File: src/common/ibypass_config.svh
// Build-time configuration of the instruction bypass fetch block.
// Widths are powers of two and LINE_WIDTH is a multiple of APB_DW.
// The order FIFO depth limits how many granted lines can be outstanding.
`ifndef IBYPASS_CONFIG_SVH
`define IBYPASS_CONFIG_SVH

// Fetch address width in bits
`define IBYPASS_FETCH_AW 32

// Instruction word width in bits
`define IBYPASS_FETCH_DW 32

// Refill line width in bits
`define IBYPASS_LINE_WIDTH 128

// Number of independent fetch ports
`define IBYPASS_NR_PORTS 2

// Data width of the APB refill bus
`define IBYPASS_APB_DW 32

// Grants the order FIFO can hold
`define IBYPASS_ORDER_DEPTH 4

`endif

File: src/common/ibypass_pkg.sv
// Types and derived constants shared by the bypass fetch modules.
// All values follow from the macros in the configuration header.
`default_nettype none

`include "ibypass_config.svh"

package ibypass_pkg;

  // Byte offset bits inside one refill line
  localparam int unsigned LINE_ALIGN = $clog2(`IBYPASS_LINE_WIDTH / 8);
  // Byte offset bits inside one instruction word
  localparam int unsigned FETCH_ALIGN = $clog2(`IBYPASS_FETCH_DW / 8);
  // APB beats needed to assemble one line
  localparam int unsigned BEATS = `IBYPASS_LINE_WIDTH / `IBYPASS_APB_DW;

  typedef logic [`IBYPASS_FETCH_AW-1:0]   fetch_addr_t;
  typedef logic [`IBYPASS_FETCH_DW-1:0]   fetch_data_t;
  typedef logic [`IBYPASS_LINE_WIDTH-1:0] line_t;
  typedef logic [`IBYPASS_NR_PORTS-1:0]   port_mask_t;

  // Per-port request sequence, one fetch at a time
  typedef enum logic [1:0] {
    Idle,
    Request,
    Wait,
    Present
  } port_state_e;

endpackage

`default_nettype wire

File: src/common/refill_if.sv
// Line refill channel between the port arbiter and the refill engine.
// Both directions use valid/ready and a raised valid holds its payload.
// Only one line is in flight at a time on this channel.
`default_nettype none

interface refill_if;

  // Request channel carries a line-aligned address
  logic                     req_valid;
  logic                     req_ready;
  ibypass_pkg::fetch_addr_t req_addr;

  // Response channel returns the whole line with one error flag
  logic                     rsp_valid;
  logic                     rsp_ready;
  ibypass_pkg::line_t       rsp_line;
  logic                     rsp_error;

  modport requester (
    output req_valid,
    output req_addr,
    input  req_ready,
    input  rsp_valid,
    input  rsp_line,
    input  rsp_error,
    output rsp_ready
  );

  modport responder (
    input  req_valid,
    input  req_addr,
    output req_ready,
    output rsp_valid,
    output rsp_line,
    output rsp_error,
    input  rsp_ready
  );

endinterface

`default_nettype wire

File: src/bypass/fetch_port_ctrl.sv
// Request sequencer for one fetch port.
// Relies on the requester keeping inst_addr_i stable until inst_ready_o.
// Data and error are valid only in the single cycle inst_ready_o is high.
`default_nettype none

`include "ibypass_config.svh"

module fetch_port_ctrl (
  input  logic                     clk_i,
  input  logic                     arst_n_i,

  input  logic                     inst_valid_i,
  input  ibypass_pkg::fetch_addr_t inst_addr_i,
  output logic                     inst_ready_o,
  output ibypass_pkg::fetch_data_t inst_data_o,
  output logic                     inst_error_o,

  output logic                     req_valid_o,
  input  logic                     req_ready_i,
  input  logic                     rsp_valid_i,
  input  ibypass_pkg::line_t       rsp_line_i,
  input  logic                     rsp_error_i
);

  localparam int unsigned WordIdxW = ibypass_pkg::LINE_ALIGN - ibypass_pkg::FETCH_ALIGN;

  ibypass_pkg::port_state_e state_d, state_q;
  logic [WordIdxW-1:0]      word_idx;

  // Word position of the requested address within its line
  assign word_idx = inst_addr_i[ibypass_pkg::LINE_ALIGN-1:ibypass_pkg::FETCH_ALIGN];

  always_comb begin
    state_d      = state_q;
    req_valid_o  = 1'b0;
    inst_ready_o = 1'b0;
    unique case (state_q)
      ibypass_pkg::Idle: begin
        if (inst_valid_i) begin
          state_d = ibypass_pkg::Request;
        end
      end
      ibypass_pkg::Request: begin
        req_valid_o = 1'b1;
        if (req_ready_i) begin
          state_d = ibypass_pkg::Wait;
        end
      end
      ibypass_pkg::Wait: begin
        if (rsp_valid_i) begin
          state_d = ibypass_pkg::Present;
        end
      end
      ibypass_pkg::Present: begin
        // The registered word is handed over in this one cycle
        inst_ready_o = 1'b1;
        state_d      = ibypass_pkg::Idle;
      end
      default: begin
        state_d = ibypass_pkg::Idle;
      end
    endcase
  end

  always_ff @(posedge clk_i or negedge arst_n_i) begin
    if (!arst_n_i) begin
      state_q <= ibypass_pkg::Idle;
    end else begin
      state_q <= state_d;
    end
  end

  // Capture only our word out of the broadcast line
  always_ff @(posedge clk_i) begin
    if (rsp_valid_i) begin
      inst_data_o  <= rsp_line_i[word_idx * `IBYPASS_FETCH_DW +: `IBYPASS_FETCH_DW];
      inst_error_o <= rsp_error_i;
    end
  end

  // The arbiter must route a line only to a port that is waiting for one
  a_rsp_only_in_wait : assert property (
    @(posedge clk_i) disable iff (!arst_n_i)
    rsp_valid_i |-> state_q == ibypass_pkg::Wait
  );

endmodule

`default_nettype wire

File: src/bypass/bypass_arbiter.sv
// Round-robin arbiter feeding one refill channel from all fetch ports.
// Grants are remembered in order, so responses must return in request order.
// No grant is given while ORDER_DEPTH grants are still waiting for a line.
`default_nettype none

`include "ibypass_config.svh"

module bypass_arbiter (
  input  logic                                             clk_i,
  input  logic                                             arst_n_i,

  input  ibypass_pkg::port_mask_t                          req_valid_i,
  output ibypass_pkg::port_mask_t                          req_ready_o,
  output ibypass_pkg::port_mask_t                          rsp_valid_o,
  input  ibypass_pkg::fetch_addr_t [`IBYPASS_NR_PORTS-1:0] addr_i,
  output ibypass_pkg::line_t                               rsp_line_o,
  output logic                                             rsp_error_o,

  refill_if.requester                                      refill
);

  localparam int unsigned NrPorts = `IBYPASS_NR_PORTS;
  localparam int unsigned Depth   = `IBYPASS_ORDER_DEPTH;
  localparam int unsigned IdxW    = (NrPorts > 1) ? $clog2(NrPorts) : 1;
  localparam int unsigned PtrW    = (Depth > 1) ? $clog2(Depth) : 1;
  localparam int unsigned CntW    = $clog2(Depth + 1);
  localparam ibypass_pkg::fetch_addr_t LineMask =
    ~ibypass_pkg::fetch_addr_t'((2 ** ibypass_pkg::LINE_ALIGN) - 1);

  ibypass_pkg::port_mask_t grant;
  logic [IdxW-1:0]         grant_idx;
  logic [IdxW-1:0]         last_q;
  logic                    can_grant;
  logic                    grant_en;

  logic                     req_pending_q;
  ibypass_pkg::fetch_addr_t req_addr_q;

  ibypass_pkg::port_mask_t order_q [Depth];
  logic [PtrW-1:0]         wr_ptr_q, rd_ptr_q;
  logic [CntW-1:0]         count_q;
  logic                    fifo_full, fifo_empty;
  logic                    push, pop;

  // Search starts at the port after the one granted last
  always_comb begin
    int unsigned idx;
    grant     = '0;
    grant_idx = last_q;
    for (int unsigned k = 1; k <= NrPorts; k++) begin
      idx = (last_q + k) % NrPorts;
      if (grant == '0 && req_valid_i[idx]) begin
        grant[idx] = 1'b1;
        grant_idx  = IdxW'(idx);
      end
    end
  end

  assign fifo_full  = (count_q == CntW'(Depth));
  assign fifo_empty = (count_q == '0);

  // The output register must be free or draining this cycle
  assign can_grant   = !fifo_full && (!req_pending_q || refill.req_ready);
  assign grant_en    = can_grant && (|req_valid_i);
  assign req_ready_o = grant & {NrPorts{can_grant}};

  assign push = |req_ready_o;
  assign pop  = refill.rsp_valid;

  assign refill.req_valid = req_pending_q;
  assign refill.req_addr  = req_addr_q;
  assign refill.rsp_ready = 1'b1;

  assign rsp_valid_o = refill.rsp_valid ? order_q[rd_ptr_q] : '0;
  assign rsp_line_o  = refill.rsp_line;
  assign rsp_error_o = refill.rsp_error;

  always_ff @(posedge clk_i or negedge arst_n_i) begin
    if (!arst_n_i) begin
      last_q        <= '0;
      req_pending_q <= 1'b0;
      wr_ptr_q      <= '0;
      rd_ptr_q      <= '0;
      count_q       <= '0;
    end else begin
      if (grant_en) begin
        last_q        <= grant_idx;
        req_pending_q <= 1'b1;
      end else if (refill.req_ready) begin
        req_pending_q <= 1'b0;
      end
      if (push) begin
        wr_ptr_q <= (wr_ptr_q == PtrW'(Depth - 1)) ? '0 : wr_ptr_q + 1'b1;
      end
      if (pop) begin
        rd_ptr_q <= (rd_ptr_q == PtrW'(Depth - 1)) ? '0 : rd_ptr_q + 1'b1;
      end
      if (push && !pop) begin
        count_q <= count_q + 1'b1;
      end else if (pop && !push) begin
        count_q <= count_q - 1'b1;
      end
    end
  end

  always_ff @(posedge clk_i) begin
    if (grant_en) begin
      req_addr_q <= addr_i[grant_idx] & LineMask;
    end
    if (push) begin
      order_q[wr_ptr_q] <= grant;
    end
  end

  a_grant_onehot : assert property (
    @(posedge clk_i) disable iff (!arst_n_i)
    $onehot0(req_ready_o) && ((req_ready_o & ~req_valid_i) == '0)
  );

  // The order FIFO never holds more grants than it has entries
  a_no_overflow : assert property (
    @(posedge clk_i) disable iff (!arst_n_i) count_q <= CntW'(Depth)
  );

  // A line returning without an outstanding grant means the refill side misbehaved
  a_no_pop_empty : assert property (
    @(posedge clk_i) disable iff (!arst_n_i) pop |-> !fifo_empty
  );

endmodule

`default_nettype wire

File: src/verilog/apb_refill.sv
// APB master that reads one line as BEATS consecutive word reads.
// Read-only, with one line in flight, and no timeout on apb_pready_i.
// A slave error on any beat flags the whole line.
`default_nettype none

`include "ibypass_config.svh"

module apb_refill (
  input  logic                        clk_i,
  input  logic                        arst_n_i,

  refill_if.responder                 refill,

  output logic                        apb_psel_o,
  output logic                        apb_penable_o,
  output logic                        apb_pwrite_o,
  output ibypass_pkg::fetch_addr_t    apb_paddr_o,
  input  logic [`IBYPASS_APB_DW-1:0]  apb_prdata_i,
  input  logic                        apb_pready_i,
  input  logic                        apb_pslverr_i
);

  localparam int unsigned LineW    = `IBYPASS_LINE_WIDTH;
  localparam int unsigned ApbDw    = `IBYPASS_APB_DW;
  localparam int unsigned ApbAlign = $clog2(ApbDw / 8);
  localparam int unsigned BeatW    = (ibypass_pkg::BEATS > 1) ? $clog2(ibypass_pkg::BEATS) : 1;

  typedef enum logic [1:0] {
    RfIdle,
    RfSetup,
    RfAccess,
    RfDone
  } refill_state_e;

  refill_state_e            state_q;
  logic [BeatW-1:0]         beat_q;
  ibypass_pkg::fetch_addr_t base_q;
  ibypass_pkg::line_t       line_q;
  logic                     err_q;
  logic                     beat_done;
  logic                     last_beat;

  assign beat_done = (state_q == RfAccess) && apb_pready_i;
  assign last_beat = (beat_q == BeatW'(ibypass_pkg::BEATS - 1));

  assign apb_psel_o    = (state_q == RfSetup) || (state_q == RfAccess);
  assign apb_penable_o = (state_q == RfAccess);
  assign apb_pwrite_o  = 1'b0;
  // Beat n reads the word n bus widths above the line base
  assign apb_paddr_o   = base_q + (ibypass_pkg::fetch_addr_t'(beat_q) << ApbAlign);

  assign refill.req_ready = (state_q == RfIdle);
  assign refill.rsp_valid = (state_q == RfDone);
  assign refill.rsp_line  = line_q;
  assign refill.rsp_error = err_q;

  always_ff @(posedge clk_i or negedge arst_n_i) begin
    if (!arst_n_i) begin
      state_q <= RfIdle;
      beat_q  <= '0;
    end else begin
      unique case (state_q)
        RfIdle: begin
          if (refill.req_valid) begin
            state_q <= RfSetup;
            beat_q  <= '0;
          end
        end
        RfSetup: begin
          state_q <= RfAccess;
        end
        RfAccess: begin
          if (apb_pready_i) begin
            state_q <= last_beat ? RfDone : RfSetup;
            beat_q  <= beat_q + 1'b1;
          end
        end
        RfDone: begin
          if (refill.rsp_ready) begin
            state_q <= RfIdle;
          end
        end
        default: begin
          state_q <= RfIdle;
        end
      endcase
    end
  end

  // Beats shift in from the top so beat 0 ends in the lowest bits
  always_ff @(posedge clk_i) begin
    if (refill.req_valid && refill.req_ready) begin
      base_q <= refill.req_addr;
      err_q  <= 1'b0;
    end else if (beat_done) begin
      line_q <= {apb_prdata_i, line_q[LineW-1:ApbDw]};
      err_q  <= err_q | apb_pslverr_i;
    end
  end

  a_apb_hold : assert property (
    @(posedge clk_i) disable iff (!arst_n_i)
    (apb_penable_o && !apb_pready_i) |=> ($stable(apb_paddr_o) && apb_psel_o)
  );

endmodule

`default_nettype wire

File: src/verilog/ibypass_top.sv
// Uncached instruction fetch block with an APB master for line refills.
// A requester holds valid and address stable until inst_ready_o pulses.
// The APB side is read-only and serves one line at a time.
`default_nettype none

`include "ibypass_config.svh"

module ibypass_top (
  input  logic                                                clk_i,
  input  logic                                                arst_n_i,

  input  ibypass_pkg::port_mask_t                             inst_valid_i,
  input  ibypass_pkg::fetch_addr_t [`IBYPASS_NR_PORTS-1:0]    inst_addr_i,
  output ibypass_pkg::port_mask_t                             inst_ready_o,
  output ibypass_pkg::fetch_data_t [`IBYPASS_NR_PORTS-1:0]    inst_data_o,
  output ibypass_pkg::port_mask_t                             inst_error_o,

  output logic                                                apb_psel_o,
  output logic                                                apb_penable_o,
  output logic                                                apb_pwrite_o,
  output ibypass_pkg::fetch_addr_t                            apb_paddr_o,
  input  logic [`IBYPASS_APB_DW-1:0]                          apb_prdata_i,
  input  logic                                                apb_pready_i,
  input  logic                                                apb_pslverr_i
);

  ibypass_pkg::port_mask_t req_valid;
  ibypass_pkg::port_mask_t req_ready;
  ibypass_pkg::port_mask_t rsp_valid;
  ibypass_pkg::line_t      rsp_line;
  logic                    rsp_error;

  refill_if refill_bus ();

  for (genvar i = 0; i < `IBYPASS_NR_PORTS; i++) begin : gen_port
    fetch_port_ctrl i_fetch_port_ctrl (
      .clk_i        ( clk_i           ),
      .arst_n_i     ( arst_n_i        ),
      .inst_valid_i ( inst_valid_i[i] ),
      .inst_addr_i  ( inst_addr_i[i]  ),
      .inst_ready_o ( inst_ready_o[i] ),
      .inst_data_o  ( inst_data_o[i]  ),
      .inst_error_o ( inst_error_o[i] ),
      .req_valid_o  ( req_valid[i]    ),
      .req_ready_i  ( req_ready[i]    ),
      .rsp_valid_i  ( rsp_valid[i]    ),
      .rsp_line_i   ( rsp_line        ),
      .rsp_error_i  ( rsp_error       )
    );
  end

  bypass_arbiter i_bypass_arbiter (
    .clk_i       ( clk_i       ),
    .arst_n_i    ( arst_n_i    ),
    .req_valid_i ( req_valid   ),
    .req_ready_o ( req_ready   ),
    .rsp_valid_o ( rsp_valid   ),
    .addr_i      ( inst_addr_i ),
    .rsp_line_o  ( rsp_line    ),
    .rsp_error_o ( rsp_error   ),
    .refill      ( refill_bus  )
  );

  apb_refill i_apb_refill (
    .clk_i         ( clk_i         ),
    .arst_n_i      ( arst_n_i      ),
    .refill        ( refill_bus    ),
    .apb_psel_o    ( apb_psel_o    ),
    .apb_penable_o ( apb_penable_o ),
    .apb_pwrite_o  ( apb_pwrite_o  ),
    .apb_paddr_o   ( apb_paddr_o   ),
    .apb_prdata_i  ( apb_prdata_i  ),
    .apb_pready_i  ( apb_pready_i  ),
    .apb_pslverr_i ( apb_pslverr_i )
  );

endmodule

`default_nettype wire

File: config.mk
export PLATFORM = sky130hd
export DESIGN_NAME = ibypass_top
export DESIGN_NICKNAME = d
export VERILOG_FILES = /design/src/common/ibypass_pkg.sv /design/src/common/refill_if.sv /design/src/bypass/fetch_port_ctrl.sv /design/src/bypass/bypass_arbiter.sv /design/src/verilog/apb_refill.sv /design/src/verilog/ibypass_top.sv
export VERILOG_INCLUDE_DIRS = /design/src /design/src/common
export SDC_FILE = /design/constraint.sdc
export NUM_CORES = 1
export LEC_CHECK = 0
export ABC_AREA = 1
export BUFFER_PORTS_ARGS = -buffer_cell sky130_fd_sc_hd__buf_2
export CAP_MARGIN = 20
export CORE_MARGIN = 2
export CORE_UTILIZATION = 52
export CTS_BUF_LIST = sky130_fd_sc_hd__clkbuf_16
export DETAILED_ROUTE_END_ITERATION = 16
export GPL_TIMING_DRIVEN = 0
export MAX_ROUTING_LAYER = met4
export PLACE_DENSITY_LB_ADDON = 0.25
export SKIP_LAST_GASP = 1
export SLEW_MARGIN = 15
export SYNTH_ARGS = -nofsm -noshare
export SYNTH_HDL_FRONTEND = slang
export SYNTH_HIERARCHICAL = 1
export SYNTH_SLANG_ARGS = --single-unit
File: constraint.sdc
create_clock -name clk_i -period 7.7 [get_ports clk_i]
set_clock_uncertainty 0.15 [all_clocks]
set_input_delay 0.77 -clock clk_i [delete_from_list [all_inputs] [get_ports clk_i]]
set_output_delay 0.77 -clock clk_i [all_outputs]
set_load 0.01 [all_outputs]
==> results of run 1 <==
-- cells in the mapped netlist, drive strengths merged --
cell type	instances	area (µm²)
fa	2	40.0
xnor2	7	61.3
a22o	1	8.76
o211ai	64	480
clkbuf	8	92.6
buf	179	1370
nand2	322	1230
ha	23	288
nand4	8	50.1
nand3	15	85.1
xor2	9	78.8
edfxtp	262	7870
dfxtp	1	20.0
nor2	57	261
dfrtp	17	425
conb	3	11.3
inv	188	706
a21oi	70	350
nor3	3	15.0
nand3b	12	90.1
o21ai	97	485
-- metrics by stage --
step | util (%) | cells
floorplan | - | 1351
global placement | 57.7 | 1887
detailed placement | 58.8 | 1897
CTS | 62.4 | 1954
global route | 62.5 | 1956
finish | 62.5 | 1956
-- layer usage --
layer / share of wire, % / up-vias / wire length (µm)
met2: 49 / 341 / 15500
met5: 0 / - / 0
met1: 42 / 4621 / 13500
met3: 6.2 / 59 / 1970
li1: - / 4823 / -
met4: 2.5 / 0 / 788
-- kinds of logic after synthesis --
logic type / count (synthesis)
other cells: 3
buf+inv: 375
fa+ha+maj: 25
compound gates: 232
flops: 280
xor+xnor: 16
simple gates: 417
-- state kept, by name, summed over array words and instances (netlist names) --
signal                                   flops
i_apb_refill/state_q                         2
i_bypass_arbiter/wr_ptr_q                    2
i_apb_refill/base_q                         32
i_bypass_arbiter/refill.req_addr            28
i_bypass_arbiter/rd_ptr_q                    2
i_apb_refill/beat_q                          2
i_apb_refill/refill.rsp_line               128
gen_port.i_fetch_port_ctrl/state_q           4
gen_port.i_fetch_port_ctrl/inst_data_o      64
i_bypass_arbiter/order_q                     8
i_bypass_arbiter/count_q                     3
i_bypass_arbiter/refill.req_valid            1
gen_port.i_fetch_port_ctrl/inst_error_o      2
i_apb_refill/refill.rsp_error                1
i_bypass_arbiter/last_q                      1
-- cell type report --
| type | count | area [µm²] | share of cell area [%] |
|---|---|---|---|
| sequential | 280 | 8310 | 49.8 |
| multi-input combinational | 696 | 3570 | 21.4 |
| antenna | 1 | 2.50 | 0.0150 |
| buffer | 187 | 1460 | 8.74 |
| inverter | 188 | 706 | 4.22 |
| timing repair buffer | 207 | 1280 | 7.67 |
| tap | 341 | 427 | 2.55 |
| clock inverter | 25 | 168 | 1.00 |
| clock buffer | 31 | 776 | 4.64 |
-- how the worst min path moves through the flow --
stage / cells after the start / slack (ns) / start / to
finish: 1 / 0.24 / apb_prdata_i[17] / i_apb_refill/refill.rsp_line[113]
global route: 1 / 0.22 / apb_prdata_i[26] / i_apb_refill/refill.rsp_line[122]
CTS: 1 / 0.22 / apb_prdata_i[8] / i_apb_refill/refill.rsp_line[104]
detailed placement: 0 / 0.25 / i_bypass_arbiter/refill.req_addr[11] / i_apb_refill/base_q[11]
global placement: 0 / 0.25 / i_bypass_arbiter/refill.req_addr[27] / i_apb_refill/base_q[27]
floorplan: 0 / 0.25 / i_bypass_arbiter/refill.req_addr[10] / i_apb_refill/base_q[10]
-- placed cells by master, fill, tap and decap left out, types with 6 or more instances in the layout --
master | netlist | routed
conb_1 | 3 | 6
o211ai_1 | 64 | 64
dfrtp_1 | 17 | 17
nor2_1 | 48 | 47
nand2_1 | 317 | 317
clkbuf_8 | 6 | 6
edfxtp_1 | 262 | 262
buf_16 | 0 | 10
clkinv_2 | 0 | 6
buf_6 | 19 | 19
ha_1 | 23 | 23
xor2_1 | 9 | 9
nor2_4 | 5 | 6
o21ai_0 | 74 | 74
buf_2 | 19 | 214
inv_1 | 186 | 195
buf_4 | 141 | 141
o21ai_1 | 23 | 23
clkbuf_16 | 0 | 31
a21oi_1 | 70 | 68
nand4_1 | 8 | 8
nand3b_1 | 12 | 12
nand3_1 | 13 | 13
xnor2_1 | 7 | 7
-- worst max-delay path: cells and delay by family (launching register included) --
kind	cells	cell delay, ns
and+or+nand+nor	5	0.51
adders and majority gates	2	0.70
DFF	1	0.43
buffers and inverters	3	0.29
-- power groups by stage --
stage                     combinational, mW  clock, mW  sequential (mW)
final                                  1.68       1.38             2.46
after global routing                   1.88       1.46             2.49
after CTS                              1.67       1.40             2.46
after detailed placement               1.66          0             2.49
after global placement                 1.49          0             2.53
after floorplan                        1.04          0             2.49
==> impl_metrics.csv, run 1 <==
group,metric,value,unit
outcome,outcome,"complete, no violations",
clocking,cts.path.max_buffers,3,
global_routing,grt_pass1_vias,9605,
timing,grt_setup_unrepaired,"false",
power_and_ir_drop,vdd_drop_max,245,µV
layout,drive_above_1_share,28.3,%
global_routing,grt_use_met1,29.8,%
floorplan,pin_count,205,
clocking,postCtsSetupBuffers,0,
layout,area_growth,19.2,%
worst_setup_path,r2r_cells,9,
yosys,synthMuxAreaShare,0,%
worst_setup_path,critPathArrivalTime,2.49,ns
hold_path,hp-class,"input port to flop",
placed_design,port-buffer-count,195,
power_and_ir_drop,pwr-share-seq,44.6,%
timing,relSlewSlack,49.2,%
timing,timing.hold.ws,0.237,ns
worst_setup_path,reg2reg_slack,4.78,ns
timing,setup-violations-final,0,
worst_setup_path,cp_slowest_stage_delay,0.45,ns
clocking,cts-buffers-inserted,31,
timing,fin_crit,3.41,ns
layout,fin_nets,1718,
worst_setup_path,r2r_end,"i_apb_refill/refill.rsp_line[109]",
yosys,yosysSeqAreaShare,59.3,%
worst_setup_path,startpoint_type,"flop",
routing,drt-pass1-iter-count,5,
clocking,clkLatencyLatePin,0.55,ns
yosys,syn_avg_cell_area,10.4,µm²
global_routing,grt_max_degree,34,
power_and_ir_drop,switching_share,32.6,%
global_routing,busiest_layer,"met2",
routing,wl,31800,µm
worst_setup_path,cp.required,6.78,ns
clocking,cts_num_sinks,280,
routing,ant_nets,0,
floorplan,dieArea,28300,µm²
power_and_ir_drop,internal_power,3.71,mW
floorplan,fp-row-count,60,
yosys,synth_top_family_by_area,"buffers and inverters",
placed_design,dp_slack,4.69,ns
power_and_ir_drop,power,5.51,mW
worst_setup_path,r2r-start,"i_apb_refill/state_q[1]",
worst_setup_path,slowest_stage,"fa_1",
clocking,cts_hold_buf,1,
worst_setup_path,end_kind,"primary output",
floorplan,core,26700,µm²
timing,fin_crit_sh,44.2,%
floorplan,initial_utilization,52.4,%
power_and_ir_drop,power_density,330,nW/µm²
timing,hold_viol_final,0,
layout,nFillCells,2189,
yosys,synth-simple-area-share,12.3,%
global_routing,gr-total-overflow,0,
placed_design,gp_congestion,0.877,
layout,final_area,16700,µm²
worst_setup_path,crit_fanout,4,
global_routing,antenna_found_initial,1,
placed_design,dpl-instance-area,15700,µm²
clocking,cts_root_buf,"clkbuf_16",
floorplan,die_y,168,µm
worst_setup_path,cp_common_cell,"nand2_1",
yosys,synthAdderAreaFrac,2.34,%
clocking,cts.clk_slew.worst_paths,0.06,ns
power_and_ir_drop,leakagePower,7.54,nW
clocking,htreeDepth,1,
flow_run,max-cap-violations,0,
yosys,synth_compound_area_share,9.46,%
routing,drc,0,
clocking,cts_tree,"yes",
power_and_ir_drop,pwr-share-clk,25.0,%
timing,layout_setup_ws,4.29,ns
placed_design,dpl.hpwl,23100,µm
global_routing,grt_usage,22.8,%
worst_setup_path,crit_start,"i_apb_refill/beat_q[0]",
global_routing,grt_first_pass_wirelength,49300,µm
yosys,ys_warn_count,6,
worst_setup_path,worst-setup-path-type,"flop to primary output",
global_routing,use_met3,3.36,%
power_and_ir_drop,p_switching,1.80,mW
yosys,syn_inst,1348,
timing,fin_setup_tns,0,ns
power_and_ir_drop,pwr-share-comb,30.4,%
yosys,synth_xor_xnor_area_share,1.00,%
routing,vias,9844,
worst_setup_path,critical_path.cell_chain,"ha_1 -> fa_1 -> nand3_2 -> inv_2 -> nand2_4 -> inv_1 -> nand3b_1 -> nand2_1 -> nand2_1 -> buf_2",
yosys,synth_seq_cells,280,
worst_setup_path,crit_end,"apb_paddr_o[20]",
clocking,cts_resized,0,
floorplan,die_w,168,µm
timing,slew_viol_final,0,
timing,timing.fmax,294,MHz
routing,first_iter_violations,812,
routing,wl_per_cell,16.2,µm
yosys,ys_types,31,
global_routing,grt_use_met2,37.5,%
routing,vias_per_cell,5.03,
yosys,syn_area,14000,µm²
timing,worstMarginPinSlew,0.760,ns
(Power assumes the default switching activity.)
==> run 2, diff against run 1 <==
--- a/config.mk
+++ b/config.mk
@@ -6,11 +6,11 @@
 export SDC_FILE = /design/constraint.sdc
 export NUM_CORES = 1
 export LEC_CHECK = 0
-export ABC_AREA = 1
+export ABC_AREA = 0
 export BUFFER_PORTS_ARGS = -buffer_cell sky130_fd_sc_hd__buf_2
 export CAP_MARGIN = 20
 export CORE_MARGIN = 2
-export CORE_UTILIZATION = 52
+export CORE_UTILIZATION = 51
 export CTS_BUF_LIST = sky130_fd_sc_hd__clkbuf_16
 export DETAILED_ROUTE_END_ITERATION = 16
 export GPL_TIMING_DRIVEN = 0
==> constraint.sdc (replaced) <==
create_clock -name clk_i -period 3 [get_ports clk_i]
set_clock_uncertainty 0.15 [all_clocks]
set_input_delay 0.3 -clock clk_i [delete_from_list [all_inputs] [get_ports clk_i]]
set_output_delay 0.3 -clock clk_i [all_outputs]
set_load 0.01 [all_outputs]
==> run 2 against run 1 <==
Count of clock-buffer cells in the layout unchanged; hold slack worse by 0.19 ns; worst setup slack worse by 4.1 ns; largest cell class unchanged; total power rose to 2.6 times the previous value; global-route usage down 4.2 points; sequential power increased to 2.5 times the previous value; synthesized cell count fell by 47%.
==> impl_metrics.csv, run 2 <==
group,metric,value,unit
yosys,ys_warn_count,6,
timing,fin_crit_sh,95.1,%
yosys,yosysTopAreaCell,"edfxtp_1",
yosys,ys_types,44,
timing,slew_viol_final,0,
layout,final_area,16500,µm²
floorplan,pin_count,205,
clocking,clkLatencyLatePin,0.54,ns
layout,fin_nets,1184,
yosys,ys_top_cells_by_area,"edfxtp_1, mux4_2, buf_4",
layout,final_cells,1406,
worst_setup_path,cp_common_cell,"buf_4",
placed_design,dpl-instance-area,14400,µm²
placed_design,port-buffer-count,197,
clocking,cts_root_buf,"clkbuf_16",
yosys,synth-edff-count,262,
global_routing,grt_usage,18.6,%
hold_path,hp-class,"input port to flop",
global_routing,grt_first_pass_wirelength,37100,µm
power_and_ir_drop,vdd_drop_max,934,µV
yosys,synth_seq_cells,280,
power_and_ir_drop,leakagePower,6.44,nW
layout,final_cell_mix,"edfxtp_1, buf_2, buf_4",
layout,drive_above_1_share,49.5,%
routing,wl_per_cell,16.8,µm
clocking,cts_tree,"yes",
layout,layout_commonest_cell,"edfxtp_1",
timing,timing.fmax,351,MHz
timing,worstMarginPinSlew,0.569,ns
yosys,yosysMostFrequentCell,"edfxtp_1",
worst_setup_path,startpoint_type,"flop",
timing,layout_setup_ws,0.148,ns
floorplan,die_y,162,µm
timing,hold_viol_final,0,
routing,first_iter_violations,393,
clocking,cts.path.max_buffers,3,
worst_setup_path,critPathArrivalTime,2.40,ns
placed_design,dpl.hpwl,15100,µm
yosys,netlist.area_leader.share,61.5,%
yosys,syn_area,12800,µm²
clocking,cts_num_sinks,280,
timing,relSlewSlack,61.8,%
floorplan,initial_utilization,52.3,%
yosys,yosysSeqAreaShare,65.0,%
outcome,outcome,"complete, no violations",
clocking,cts.clk_slew.worst_paths,0.06,ns
worst_setup_path,cp.required,2.55,ns
yosys,syn_inst,720,
routing,drt-pass1-iter-count,6,
global_routing,grt_max_degree,35,
floorplan,fp-row-count,57,
routing,vias_per_cell,4.96,
worst_setup_path,critical_path.cell_chain,"ha_1 -> fa_2 -> nand4_1 -> buf_4 -> buf_4 -> nor2_1 -> nand3_1 -> xnor2_1 -> buf_2",
power_and_ir_drop,power_density,882,nW/µm²
flow_run,max-cap-violations,0,
yosys,synth_commonest_cells,"edfxtp_1, buf_4, mux4_2",
floorplan,dieArea,26400,µm²
timing,grt_setup_unrepaired,"true",
layout,largest_reg_flops,128,
routing,drc,0,
clocking,cts-buffers-inserted,30,
routing,vias,6978,
yosys,synth-main-ff-cell,"edfxtp_1",
routing,ant_nets,0,
worst_setup_path,cp.buffers_inverters,3,
timing,fin_setup_tns,0,ns
timing,setup-violations-final,0,
worst_setup_path,slowest_stage,"dfrtp_1",
placed_design,gp_congestion,0.784,
placed_design,dp_slack,0.344,ns
global_routing,antenna_found_initial,1,
placed_design,placed_cells,1252,
global_routing,gr-total-overflow,0,
floorplan,core,24500,µm²
worst_setup_path,worst-setup-path-type,"flop to primary output",
global_routing,grt_pass1_vias,7307,
floorplan,die_w,162,µm
clocking,htreeDepth,1,
worst_setup_path,reg2reg_slack,0.31,ns
routing,wl,23700,µm
yosys,async_reset_ff_share,6.07,%
worst_setup_path,crit_family,"buffers and inverters",
worst_setup_path,cp_slowest_stage_delay,0.38,ns
worst_setup_path,end_kind,"primary output",
worst_setup_path,crit_fanout,3,
layout,fin_util,67.3,%
timing,fin_crit,2.85,ns
layout,area_growth,28.7,%
layout,nFillCells,1630,
yosys,syn_avg_cell_area,17.8,µm²
run 2: through the flow:
stage / total power [mW] / hold slack (ns)
floorplan: 9.00 / -0.146
global placement: 10.0 / 0.110
detailed placement: 10.3 / 0.110
CTS: 14.6 / 0.0271
global route: 15.3 / 0.0543
finish: 14.5 / 0.0462
run 2: area by class of cell:
type                            instances  area [µm²]  share of cell area, %
Clock buffer                           31         776                   4.71
Antenna cell                            1        2.50                 0.0152
Clock inverter                         25         318                   1.93
Inverter                               23        86.3                  0.524
Multi-Input combinational cell        266        3270                   19.8
Sequential cell                       280        8310                   50.5
Tap cell                              324         405                   2.46
Buffer                                154        1190                   7.21
Timing Repair Buffer                  302        2110                   12.8
run 2: final timing paths:
| kind | from | to | cells after the start |
|---|---|---|---|
| setup / recovery | i_apb_refill/beat_q[0] | apb_paddr_o[12] | 9 |
| hold / removal | inst_valid_i[1] | gen_port[1].i_fetch_port_ctrl/state_q[0] | 4 |
| min in group asynchronous | arst_n_i | gen_port[1].i_fetch_port_ctrl/state_q[1] | 2 |
| setup reg to reg | gen_port[1].i_fetch_port_ctrl/state_q[1] | i_bypass_arbiter/refill.req_addr[26] | 8 |
| hold reg to reg | i_bypass_arbiter/refill.req_addr[5] | i_apb_refill/base_q[5] | 0 |
| max in group asynchronous | arst_n_i | i_bypass_arbiter/count_q[0] | 2 |
run 2: what timing repair did:
| action | 4_1_cts | 5_1_grt |
|---|---|---|
| gates resized for setup | 1 | 3 |
| gates cloned | 0 | 0 |
| buffers inserted | 3 | 2 |
| endpoints found under the hold margin | 79 | 0 |
| pin swaps | 3 | 1 |
| setup endpoints to repair | 17 | 8 |
| hold buffers | 92 | 0 |
run 2: tightest hold or removal path, delay by kind of cell:
family,cells,cell delay [ns]
muxes,1,0.13
buffers and inverters,2,0.15
AOI/OAI and AO/OA,1,0.10
run 2: cells by family (layout without fill, tap and decap cells):
group	after synthesis	in the layout	share of synthesized area (%)
buffers and inverters	177	535	9.95
other	3	7	0.0880
AOI/OAI and AO/OA	19	19	1.01
and+or+nand+nor	82	82	3.86
muxes	103	103	15.4
adders and majority gates	25	25	2.56
DFF	280	280	65.0
xor gates and xnor gates	31	31	2.12
run 2: per-layer routing:
layer / share of wire, % / wire length [µm] / GRT usage, %
met5: 0 / 0 / -
met4: 1.4 / 337 / 3.82
met3: 5.4 / 1290 / 3.77
met2: 52 / 12200 / 32.7
met1: 41 / 9780 / 22.4
run 2: power breakdown:
| part | switching, mW | internal, mW |
|---|---|---|
| combinational | 2.03 | 2.24 |
| clock | 1.51 | 2.49 |
| sequential | 0.529 | 5.73 |
